<file path="config.mk">
export PLATFORM = sky130hd
export DESIGN_NAME = icache_req_buf
export DESIGN_NICKNAME = d
export VERILOG_FILES = /design/src/hdl/icache_req_buf.sv
export SDC_FILE = /design/constraint.sdc
export NUM_CORES = 1
export LEC_CHECK = 0
export ABC_AREA = 0
export BUFFER_PORTS_ARGS = -buffer_cell sky130_fd_sc_hd__buf_2
export CORE_MARGIN = 5
export CORE_UTILIZATION = 45
export CTS_BUF_LIST = sky130_fd_sc_hd__clkbuf_8
export DETAILED_ROUTE_END_ITERATION = 7
export MAX_ROUTING_LAYER = met4
export PLACE_DENSITY = 0.81
export RECOVER_POWER = 100
export SYNTH_ARGS = -nofsm -noshare
export SYNTH_HDL_FRONTEND = slang
export SYNTH_SLANG_ARGS = --single-unit
</file>
<file path="constraint.sdc">
create_clock -name clk -period 0.98 [get_ports clk]
set_clock_uncertainty 0.1 [all_clocks]
set_input_delay 0.098 -clock clk [delete_from_list [all_inputs] [get_ports clk]]
set_output_delay 0.098 -clock clk [all_outputs]
set_load 0.02 [all_outputs]
</file>
<file path="src/hdl/icache_req_buf.sv">
`timescale 1ns/100ps

module icache_req_buf (
    input  logic        clk,
    input  logic        rstn,
    input  logic        we,
    input  logic [31:0] in_addr,
    input  logic        in_op,
    input  logic [31:0] in_opcode,
    input  logic        in_suc,
    output logic [31:0] out_addr,
    output logic        out_op,
    output logic [31:0] out_opcode,
    output logic        out_suc
);

    // held copy of the accepted request for lookup / operation
    always_ff @(posedge clk) begin
        if (!rstn) begin
            out_addr   <= '0;
            out_op     <= 1'b0;
            out_opcode <= '0;
            out_suc    <= 1'b0;
        end else if (we) begin
            out_addr   <= in_addr;
            out_op     <= in_op;
            out_opcode <= in_opcode;
            out_suc    <= in_suc;  // strongly ordered
        end
    end

endmodule

</file>
Word-level counts from Yosys, hierarchy flattened:

Cells that the tools add are included.

* logic and storage cells: 4
* bits in registers: 66
* input bits: 69

Logic depth before layout (Yosys ltp):

Gate-level depths: netlist (run 1).

* depth in word-level cells: 0
* mapped depth: 5
* gate-level depth less buffers: 2

Worst setup path before layout (run 1):

OpenSTA, ideal clock, no wires.

* path kind: input to register
* start point: input we
* end point: register out_addr[0]
* setup time: 0.116 ns
* data required time: 0.764 ns
* data arrival time: 0.697 ns
* path slack: 0.067 ns
* stages: 5
* path buffers: 3
* cells stage by stage: buf_4 buf_12 buf_12 mux2i_1 nor2b_1

RTL lines
* start, declared: line 6 `input logic we,`
* end signal, assigned: line 25 `out_addr <= in_addr;`
* end, declared: line 11 `output logic [31:0] out_addr,`

Worst setup path after layout (run 1):

* start point: register out_suc
* end point: output out_suc

RTL lines
* start, declared: line 14 `output logic out_suc`
* start signal, assigned: line 28 `out_suc <= in_suc;`

No word-level cell between the ends.

==> results of run 1 <==
## routing by layer
metal	routed length (um)	part of all wire	vias to the layer above
met3	697	0.078	30
met1	3250	0.36	1093
met5	0	0	-
li1	-	-	1134
met4	337	0.038	0
met2	4660	0.52	124
## registers in the layout, summed over array words and instances (netlist names)
signal      count
out_addr       32
out_opcode     32
out_op          1
out_suc         1
## final timing paths
path / to / start
worst max-delay path: out_suc / out_suc$_SDFFE_PN0P_
worst min-delay path: out_opcode[7]$_SDFFE_PN0P_ / rstn
worst max register to register: out_addr[16]$_SDFFE_PN0P_ / out_addr[16]$_SDFFE_PN0P_
worst min register to register: out_opcode[21]$_SDFFE_PN0P_ / out_opcode[21]$_SDFFE_PN0P_
## layout make-up
class | instances | area [sq um]
Timing Repair Buffer | 220 | 1930
Clock buffer | 12 | 165
Sequential cell | 66 | 1400
Fill cell | 259 | 821
Multi-Input combinational cell | 132 | 1070
Tap cell | 72 | 90.1
Clock inverter | 4 | 17.5
Antenna cell | 1 | 2.50
## layout by cell type (no fill, tap or decap)
master          n
inv_1           2
dfxtp_2        66
clkinv_2        2
buf_2          66
mux2i_1        66
buf_6          66
clkbuf_8       12
diode_2         1
clkbuf_1        1
buf_12          3
buf_4          18
dlygate4sd3_1  66
nor2b_1        66
## stage by stage
step | instances | utilization | hold slack (ns) | power [mW] | area, sq um
floorplan | 213 | - | 0.167 | 3.57 | 2540
detailed placement | 408 | 0.586 | 0.262 | 3.89 | 3230
global route | 507 | 0.851 | 0.107 | 6.78 | 4690
global placement | 408 | 0.586 | 0.250 | 3.88 | 3230
CTS | 492 | 0.832 | 0.104 | 6.39 | 4580
finish | 507 | 0.851 | 0.114 | 6.50 | 4690
## kinds of logic (layout without fill, tap and decap cells)
kind of cell / count (synthesis) / count (layout) / synth area share
buffers and inverters: 15 / 236 / 0.0590
AND/OR/NAND/NOR: 66 / 66 / 0.162
other: 0 / 1 / 0
multiplexers: 66 / 66 / 0.260
flip-flops: 66 / 66 / 0.519
## repair_timing
item / 4_1_cts / 5_1_grt
endpoints found under the hold margin: 66 / 0
setup buffers: 2 / 14
hold buffers: 66 / 0
endpoints found under the setup margin: 66 / 66
gates cloned: 0 / 0
gates resized for setup: 198 / 0
## power by group through the flow
stage / registers (mW) / clock network, mW / logic (mW)
floorplan: 3.18 / 0 / 0.394
global placement: 2.98 / 0 / 0.902
detailed placement: 2.98 / 0 / 0.917
CTS: 2.99 / 2.09 / 1.31
global route: 3.02 / 2.25 / 1.51
finish: 3.00 / 2.07 / 1.42
==> results by group, run 1 <==
Run status
  • Outcome: finished with violations
  • Failing checks: setup timing

Power
  • Leakage: 2.24 nW
  • Combinational group share of total power: 0.219
  • Clock power share: 0.319
  • Max VDD drop: 1.09 mV
  • Internal power: 4.80 mW
  • Cell area power density: ~1400 nW/um^2
  • Register share of total power: 0.462
  • Switch share: 0.261
  • Switching power: about 1.7 mW

Logic synthesis
  • Post-synthesis sequential area ratio: 0.519
  • Share of the synthesized area in the top cell type: 0.519
  • Mean Syn Cell Area: ~12 sq um
  • Cell Area, Synth: between 2000 and 3000 sq um
  • Top_reg_cell synth: dfxtp_1
  • EDFF count, synth: 0
  • Synth Net Count: roughly 280
  • Synth cell types: 7
  • Ys async rst share: 0
  • Ys Warns: 0
  • Area leader, netlist: dfxtp_1
  • #FFs+latches synth: 66
  • Synth cell count leaders: 66 x dfxtp_1, 66 x mux2i_1, 66 x nor2b_1
  • Syn Inst Count: around 210
  • Synth area leaders: dfxtp_1 52%, mux2i_1 26%, nor2b_1 16%

Global routing
  • Grt peak-use layer: met2
  • Met1 GRT Util: 0.253
  • M2 GR Usage: 0.429
  • Vias in the first global route: between 2k and 3k
  • Largest net degree at the start of global routing: 36
  • GRT Residual Overflow: 0
  • First-pass GRT wire length: between 10 and 15 mm
  • Met3 usage: 0.0709
  • GRT Total Usage: 0.244
  • Initial antenna violation count: 1

Clock tree
  • CTS tree: built
  • Clock edge transition at the registers on the reported setup and hold paths: 0.07 ns
  • CTS buffer count: 9
  • Clock root cell: clkbuf_8
  • Clk_lat worst skew: around 0.31 ns
  • Sink Count: 66
  • Longest Clk Path Bufs: 2
  • H-tree depth: 3

Die
  • Site row count: 27
  • Full die area: approximately 7300 sq um
  • Core Region: approximately 5500 sq um
  • Die W: between 80 and 90 um
  • Die Y: 85.2 um
  • Initial core utilization: 0.462
  • Top-Level Pins: roughly 140

STA
  • Fin. max-slew vios: 0
  • Setup ws final: -0.0218 ns
  • Worst-Margin Slew: roughly 0.23 ns
  • Endpoints failing setup: 14
  • FMAX: about 1000 MHz
  • Tmin final: between 1 and 1.5 ns
  • Final Hold Viols: 0
  • Fin Setup TNS: -0.136 ns
  • Max_slew headroom: 0.844
  • RSZ-0062 raised after global routing: yes
  • Tcrit/Tclk final: 1.02

Flow run
  • Max cap viols: 0

Worst setup path
  • Critical-path top delay cell: dfxtp_2
  • CP Buf/Inv Count: 1
  • Crit path max fanout: 2
  • Max incr delay on CP: roughly 0.36 ns
  • Worst path arrival time: ~0.80 ns
  • Cells along the critical path: buf_6
  • R2R depth: 3
  • Req. time, crit path: between 0.7 and 0.8 ns
  • WS Path Type: reg2out
  • CP startpoint kind: flop
  • Cell family with most CP delay: flip-flops
  • WP depth: 1
  • Worst setup EP type: output pin
  • Reg2reg setup slack: 0.01 ns

Placed design
  • Gpl congestion: around 0.74
  • Worst slack, placed: -0.0202 ns
  • HPWL Detailed: a little over 4 mm
  • I/O Buffers: between 100 and 150

Drt
  • Post-Route WL: just under 9 mm
  • TritonRoute pass-1 iters: 4
  • Remaining DRCs: 0
  • DRT iter0 DRCs: just under 80
  • Antenna-violating nets left: 0
  • Total number of vias: 2381
  • Routed vias/inst: ~4.7
  • WL/cell: around 18 um

Finish
  • Layout cells sized above 1: 0.537
  • Area Overhead vs Synth: 84.1%
  • Net count, final: 498

Worst hold path
  • Min-delay worst type: in2reg
  • Hold depth: 3
No activity file was read; power rests on OpenSTA's default activity.
==> run 2: changes to the inputs <==
--- a/constraint.sdc
+++ b/constraint.sdc
@@ -4,2 +4,2 @@
 set_output_delay 0.098 -clock clk [all_outputs]
-set_load 0.02 [all_outputs]
+set_load 0.005 [all_outputs]
==> run 2 against run 1 <==
  * The flow still finishes with violations (setup timing)
  * Fmax increased by 2.0%
  * Highest routed layer unchanged
  * Largest power group unchanged
  * Die area unchanged
  * Sequential share of layout area grew 1.4 points
  * Critical path type unchanged
==> results by group, run 2 (synthesis results as in run 1) <==
Placed design
  • HPWL Detailed: 4.05 mm (unchanged)
  • Worst slack, placed: -0.0202 ns (unchanged)
  • Placement Cell Area: 3230 sq um (unchanged)
  • Gpl congestion: 0.742 (unchanged)
  • I/O Buffers: 134 (unchanged)

Die
  • Die Y: 85.2 um (unchanged)
  • Die W: 85.2 um (unchanged)
  • Site row count: 27 (unchanged)
  • Initial core utilization: 0.462 (unchanged)
  • Full die area: 7260 sq um (unchanged)
  • Core Region: 5510 sq um (unchanged)
  • Top-Level Pins: 135 (unchanged)

Finish
  • Most frequent cells in the layout: 89 x buf_2, 66 x mux2i_1, 66 x nor2b_1, 66 x dlygate4sd3_1, 64 x dfxtp_2
  • Layout cells sized above 1: 0.521 (-0.0157)
  • Net count, final: 490 (-1.6%)
  • Fin area: 4470 sq um (-4.6%)
  • Area Overhead vs Synth: 75.6%
  • Commonest non-fill, non-tap cell in the layout: buf_2
  • N_diodes: 0 (-1)
  • Biggest regs: out_addr (32), out_opcode (32)

STA
  • Fin. max-slew vios: 0 (unchanged)
  • Endpoints failing setup: 2 (-12)
  • Setup ws final: -0.00221 ns (+0.0196 ns)
  • Max_slew headroom: 0.854 (+0.00999)
  • Final Hold Viols: 0 (unchanged)
  • Worst-Margin Slew: 0.212 ns (-0.0146 ns)
  • RSZ-0062 raised after global routing: yes
  • Tcrit/Tclk final: 1.00 (-0.0200)
  • Tmin final: 0.982 ns (-0.0196 ns)
  • FMAX: 1020 MHz (+2.0%)

Drt
  • DRT iter0 DRCs: 83 (+6.4%)
  • Antenna-violating nets left: 0 (unchanged)
  • WL/cell: 17.0 um (-3.7%)
  • Routed vias/inst: 4.76 (+1.3%)
  • TritonRoute pass-1 iters: 4 (unchanged)
  • Post-Route WL: 8.45 mm (-5.4%)
  • Total number of vias: 2369 (-0.50%)
  • Remaining DRCs: 0 (unchanged)

Worst setup path
  • Cells along the critical path: buf_6
  • Critical-path top delay cell: dfxtp_1
  • CP Buf/Inv Count: 1 (unchanged)
  • Worst path arrival time: 0.78 ns (-0.02 ns)
  • Worst setup EP type: output pin
  • Worst R2R Start: out_addr[9]$_SDFFE_PN0P_
  • Crit path max fanout: 2 (unchanged)
  • Reg-to-Reg End: out_addr[9]$_SDFFE_PN0P_
  • CP startpoint kind: flop
  • Cell family with most CP delay: flip-flops
  • WS Path Type: reg2out
  • Req. time, crit path: 0.78 ns (about the same)
  • R2R depth: 3 (unchanged)
  • Reg2reg setup slack: 0.03 ns (+0.02 ns)
  • Max incr delay on CP: 0.36 ns (about the same)

Clock tree
  • Sink Count: 66 (unchanged)
  • H-tree depth: 3 (unchanged)
  • CTS tree: built
  • Clk_lat worst skew: 0.31 ns (about the same)
  • Clock edge transition at the registers on the reported setup and hold paths: 0.07 ns (about the same)
  • Clock root cell: clkbuf_8
  • CTS buffer count: 9 (unchanged)
  • Longest Clk Path Bufs: 2 (unchanged)

Power
  • Max VDD drop: 1.21 mV (+11%)
  • Cell area power density: 1380 nW/um^2 (-0.51%)
  • Leakage: 2.17 nW (-3.2%)

Flow run
  • Max cap viols: 0 (unchanged)

Worst hold path
  • Min-delay worst type: in2reg
  • Hold_sp: rstn
  • Hold depth: 3 (unchanged)
  • Hold path endpoint: out_opcode[7]$_SDFFE_PN0P_

Run status
  • Outcome: finished with violations
  • Failing checks: setup timing

Global routing
  • GRT Total Usage: 0.209 (-0.0352)
  • First-pass GRT wire length: 11.8 mm (-13%)
  • Largest net degree at the start of global routing: 36 (unchanged)
  • GRT Residual Overflow: 0 (unchanged)
  • Initial antenna violation count: 0 (-1)
  • Vias in the first global route: 2427 (-8.4%)
run 2: how the worst max path moves through the flow:
stage | to | slack [ns] | cells past startpoint | from
finish | out_addr[30] | -0.002 | 1 | out_addr[30]$_SDFFE_PN0P_
global route | out_addr[21] | -0.04 | 1 | out_addr[21]$_SDFFE_PN0P_
CTS | out_opcode[24] | -0.004 | 1 | out_opcode[24]$_SDFFE_PN0P_
detailed placement | out_addr[9]$_SDFFE_PN0P_ | -0.02 | 4 | we
global placement | out_addr[1]$_SDFFE_PN0P_ | 0.008 | 4 | we
floorplan | out_addr[0]$_SDFFE_PN0P_ | 0.07 | 5 | we
run 2: where the power goes:
group          switching (mW)  internal, mW  total [mW]
Sequential              0.112          2.88        2.99
Combinational           0.406         0.724        1.13
Clock                   0.946          1.10        2.05
Total                    1.46          4.70        6.16
run 2: repair_timing:
item | CTS | global route
endpoints found under the hold margin | 66 | 0
setup buffers | 0 | 8
endpoints found under the setup margin | 30 | 66
hold buffers | 66 | 0
resized for setup | 31 | 77
run 2: stage by stage:
| step | utilization | power, mW | instances | TNS, ns | hold slack (ns) |
|---|---|---|---|---|---|
| floorplan | - | 3.39 | 213 | 0 | 0.167 |
| detailed placement | 0.586 | 3.71 | 408 | -0.0692 | 0.262 |
| global placement | 0.586 | 3.69 | 408 | 0 | 0.250 |
| global route | 0.812 | 6.46 | 498 | -1.15 | 0.100 |
| finish | 0.812 | 6.16 | 498 | -0.00389 | 0.123 |
| CTS | 0.747 | 5.97 | 490 | -0.00384 | 0.104 |
run 2: area by class of cell:
| class | instances | area [sq um] |
|---|---|---|
| fillers | 302 | 1040 |
| clock buffers | 12 | 165 |
| multi-input cells | 132 | 1070 |
| repair buffers | 212 | 1720 |
| clock inverters | 4 | 17.5 |
| well taps | 72 | 90.1 |
| flip-flops and latches | 66 | 1400 |
run 2: metal layers:
metal | vias to the layer above | part of all wire | global-route usage
li1 | 1118 | - | -
met1 | 1125 | 0.38 | 0.234
met2 | 111 | 0.53 | 0.355
met3 | 15 | 0.071 | 0.0612
met4 | 0 | 0.018 | 0.0734
met5 | - | 0 | -
==> run 3: changes to the inputs <==
ABC_AREA = 1   (was 0)
PLACE_DENSITY = 0.8   (was 0.81)
REMOVE_ABC_BUFFERS = 1   (was default)
==> run 3 against run 2 <==
  * The run still ends with setup timing left
  * Register-to-register slack improved by 0.02 ns
  * Sequential share of layout area fell by 1.2 points
  * First-iteration DRC count rose by 31%
  * Die area rose by 5.6%
  * Synthesized area rose by 6.3%
  * Setup slack got worse by 0.015 ns
  * Synthesized cell count rose by 96%
  * Critical path depth did not move
  * Sequential power rose by 1%
  * Largest power group unchanged
  * Highest routed layer unchanged
==> results by group, run 3 <==
Clock tree
  • Longest Clk Path Bufs: 2 (unchanged)
  • Clk_lat worst skew: 0.32 ns (about the same)
  • H-tree depth: 3 (unchanged)
  • Sink Count: 66 (unchanged)
  • CTS buffer count: 9 (unchanged)
  • Clock edge transition at the registers on the reported setup and hold paths: 0.07 ns (about the same)
  • CTS tree: built
  • Clock root cell: clkbuf_8

Drt
  • Total number of vias: 3050 (+29%)
  • Post-Route WL: 8.74 mm (+3.4%)
  • Antenna-violating nets left: 0 (unchanged)
  • WL/cell: 12.5 um (-27%)
  • TritonRoute pass-1 iters: 6 (+2)
  • DRT iter0 DRCs: 109 (+31%)
  • Routed vias/inst: 4.35 (-8.5%)
  • Remaining DRCs: 0 (unchanged)

Die
  • Die W: 87.6 um (+2.8%)
  • Site row count: 28 (+3.7%)
  • Full die area: 7670 sq um (+5.6%)
  • Die Y: 87.6 um (+2.8%)
  • Top-Level Pins: 135 (unchanged)
  • Initial core utilization: 0.460 (-0.00235)
  • Core Region: 5890 sq um (+6.9%)

Finish
  • Layout cells sized above 1: 0.359 (-0.162)
  • Fin cells: 701 (+41%)
  • Biggest regs: out_addr (32), out_opcode (32)
  • Fillers: 393 (+30%)
  • Area of the multi-input gates: 991 sq um (-7.7%)
  • Net count, final: 690 (+41%)
  • Most frequent cells in the layout: 132 x nor2_1, 132 x nand2_1, 90 x buf_2
  • Area Overhead vs Synth: 71.8%
  • Util after Layout: 0.790 (-0.0219)
  • Sequential cell area: 1400 sq um (about the same)
  • N_diodes: 0 (unchanged)

Logic synthesis
  • Cell Area, Synth: 2710 sq um (+6.3%)
  • Share of the synthesized area in the top cell type: 0.488 (-0.0310)
  • EDFF count, synth: 0 (unchanged)
  • Synth area leaders: dfxtp_1 49%, nand2_1 18%, nor2_1 18%
  • Synth Area in Simple Gates: 0.366 (+0.204)
  • #FFs+latches synth: 66 (unchanged)
  • Ys Warns: 0 (unchanged)
  • Synth Area in Adders: 0 (unchanged)
  • Post-synthesis sequential area ratio: 0.488 (-0.0310)
  • Synth cell types: 8 (+1)
  • Post-synthesis xor/xnor area fraction: 0 (unchanged)
  • Largest family of logic cells by synthesized area: simple AND/OR/NAND/NOR gates
  • Ys async rst share: 0 (unchanged)
  • Syn Inst Count: 418 (+96%)
  • Top_reg_cell synth: dfxtp_1
  • Post-synthesis mux area share: 0 (-0.260)
  • Area leader, netlist: dfxtp_1
  • Compound-gate portion of the synthesized area: 0 (unchanged)
  • Mean Syn Cell Area: 6.47 sq um (-46%)
  • Synth cell count leaders: 132 x nand2_1, 132 x nor2_1, 66 x dfxtp_1, 66 x inv_1, 9 x buf_2

Worst setup path
  • WS Path Type: reg2out
  • Worst R2R Start: out_addr[2]$_SDFFE_PN0P_
  • Cells along the critical path: buf_2
  • Critical-path top delay cell: dfxtp_1
  • Reg2reg setup slack: 0.05 ns (+0.02 ns)
  • Worst setup EP type: output pin
  • R2R depth: 4 (+1)
  • Cell family with most CP delay: flip-flops
  • Reg-to-Reg End: out_addr[2]$_SDFFE_PN0P_
  • Crit path max fanout: 2 (unchanged)
  • CP Buf/Inv Count: 1 (unchanged)
  • Worst path arrival time: 0.80 ns (+0.02 ns)
  • Max incr delay on CP: 0.34 ns (-0.02 ns)
  • CP startpoint kind: flop
  • Req. time, crit path: 0.78 ns (about the same)

STA
  • RSZ-0062 raised after global routing: yes
  • Max_slew headroom: 0.840 (-0.0145)
  • Endpoints failing setup: 2 (unchanged)
  • Tcrit/Tclk final: 1.02 (+0.0158)
  • FMAX: 1000 MHz (-1.5%)
  • Fin. max-slew vios: 0 (unchanged)
  • Worst-Margin Slew: 0.240 ns (+0.0278 ns)
  • Tmin final: 0.998 ns (+0.0155 ns)
  • Setup ws final: -0.0177 ns (-0.0155 ns)
  • Final Hold Viols: 0 (unchanged)

Worst hold path
  • Min-delay worst type: in2reg
  • Hold path endpoint: out_addr[23]$_SDFFE_PN0P_
  • Hold depth: 4 (+1)
  • Hold_sp: rstn

Power
  • Leakage: 2.63 nW (+21%)
  • Max VDD drop: 1.03 mV (-15%)
  • Cell area power density: 1370 nW/um^2 (-0.94%)
  • Internal power: 4.74 mW (+0.77%)
  • Switching power: 1.61 mW (+10%)
  • Clock power share: 0.325 (-0.007)
  • Register share of total power: 0.478 (-0.007)
  • Switch share: 0.254 (+0.0167)
  • Combinational group share of total power: 0.197 (+0.014)

Global routing
  • First-pass GRT wire length: 13.0 mm (+10%)
  • GRT Total Usage: 0.224 (+0.0151)
  • Vias in the first global route: 2923 (+20%)
  • Met1 GRT Util: 0.221 (-0.0130)
  • Grt peak-use layer: met2
  • Initial antenna violation count: 0 (unchanged)
  • Met3 usage: 0.0470 (-0.0141)
  • GRT Residual Overflow: 0 (unchanged)
  • Largest net degree at the start of global routing: 60 (+67%)
  • M2 GR Usage: 0.414 (+0.0599)

Placed design
  • Worst slack, placed: 0.0933 ns (+0.114 ns)
  • HPWL Detailed: 4.64 mm (+14%)
  • I/O Buffers: 134 (unchanged)
  • Gpl congestion: 0.781 (+5.3%)
  • Cells after DPL: 611 (+50%)

Run status
  • Failing checks: setup timing
  • Outcome: finished with violations

Flow run
  • Max cap viols: 0 (unchanged)
[run 3: what timing repair did]
action                     4_1_cts  5_1_grt
setup endpoints to repair       63       65
resized for setup               70       35
setup buffers                    4        4
hold endpoints to repair        66        0
cloned                           0        0
hold buffers                    66        0
[run 3: power by group through the flow]
stage | combinational, mW | sequential, mW | clock, mW
6_report | 1.25 | 3.03 | 2.07
5_1_grt | 1.39 | 3.05 | 2.25
4_1_cts | 1.10 | 3.00 | 2.13
3_5_place_dp | 0.862 | 3.02 | 0
3_3_place_gp | 0.830 | 3.02 | 0
2_1_floorplan | 0.322 | 3.04 | 0
[run 3: how the worst max path moves through the flow]
stage                     depth (start not counted)                          end                   startpoint  slack [ns]
final                                             1                  out_addr[2]     out_addr[2]$_SDFFE_PN0P_       -0.02
after global routing                              1                  out_addr[2]     out_addr[2]$_SDFFE_PN0P_       -0.05
after CTS                                         1               out_opcode[27]  out_opcode[27]$_SDFFE_PN0P_       -0.01
after detailed placement                          5  out_opcode[28]$_SDFFE_PN0P_                           we        0.09
after global placement                            5    out_addr[18]$_SDFFE_PN0P_                           we        0.12
after floorplan                                   2    out_addr[29]$_SDFFE_PN0P_    out_addr[29]$_SDFFE_PN0P_        0.34
[run 3: through the flow]
stage                     total power [mW]  setup TNS [ns]  hold WS, ns  instance area [sq um]
after floorplan                       3.36               0        0.118                   2560
after global placement                3.85               0        0.278                   3420
after detailed placement              3.88               0        0.286                   3420
after CTS                             6.23          -0.203       0.0895                   4420
after global routing                  6.69           -1.01        0.105                   4650
final                                 6.35         -0.0199        0.108                   4650
[run 3: cell families after synthesis]
kind of cell	count (synthesis)
simple gates	264
buf+inv	88
flops	66
[run 3: routing by layer]
layer / routed length, um / share of wire
met2: 4680 / 0.54
met3: 551 / 0.063
met4: 249 / 0.028
met5: 0 / 0
met1: 3260 / 0.37
[run 3: area by class of cell]
cell class | count | share of cell area
Timing Repair Buffer | 214 | 0.372
Sequential cell | 66 | 0.302
Clock inverter | 4 | 0.00377
Clock buffer | 12 | 0.0355
Tap cell | 75 | 0.0202
Multi-Input combinational cell | 264 | 0.213
Inverter | 66 | 0.0533
[run 3: worst reg2reg max path, delay by kind of cell (launching register included)]
kind | cells | cell delay, ns
flops | 1 | 0.32
buf+inv | 2 | 0.25
simple gates | 2 | 0.16
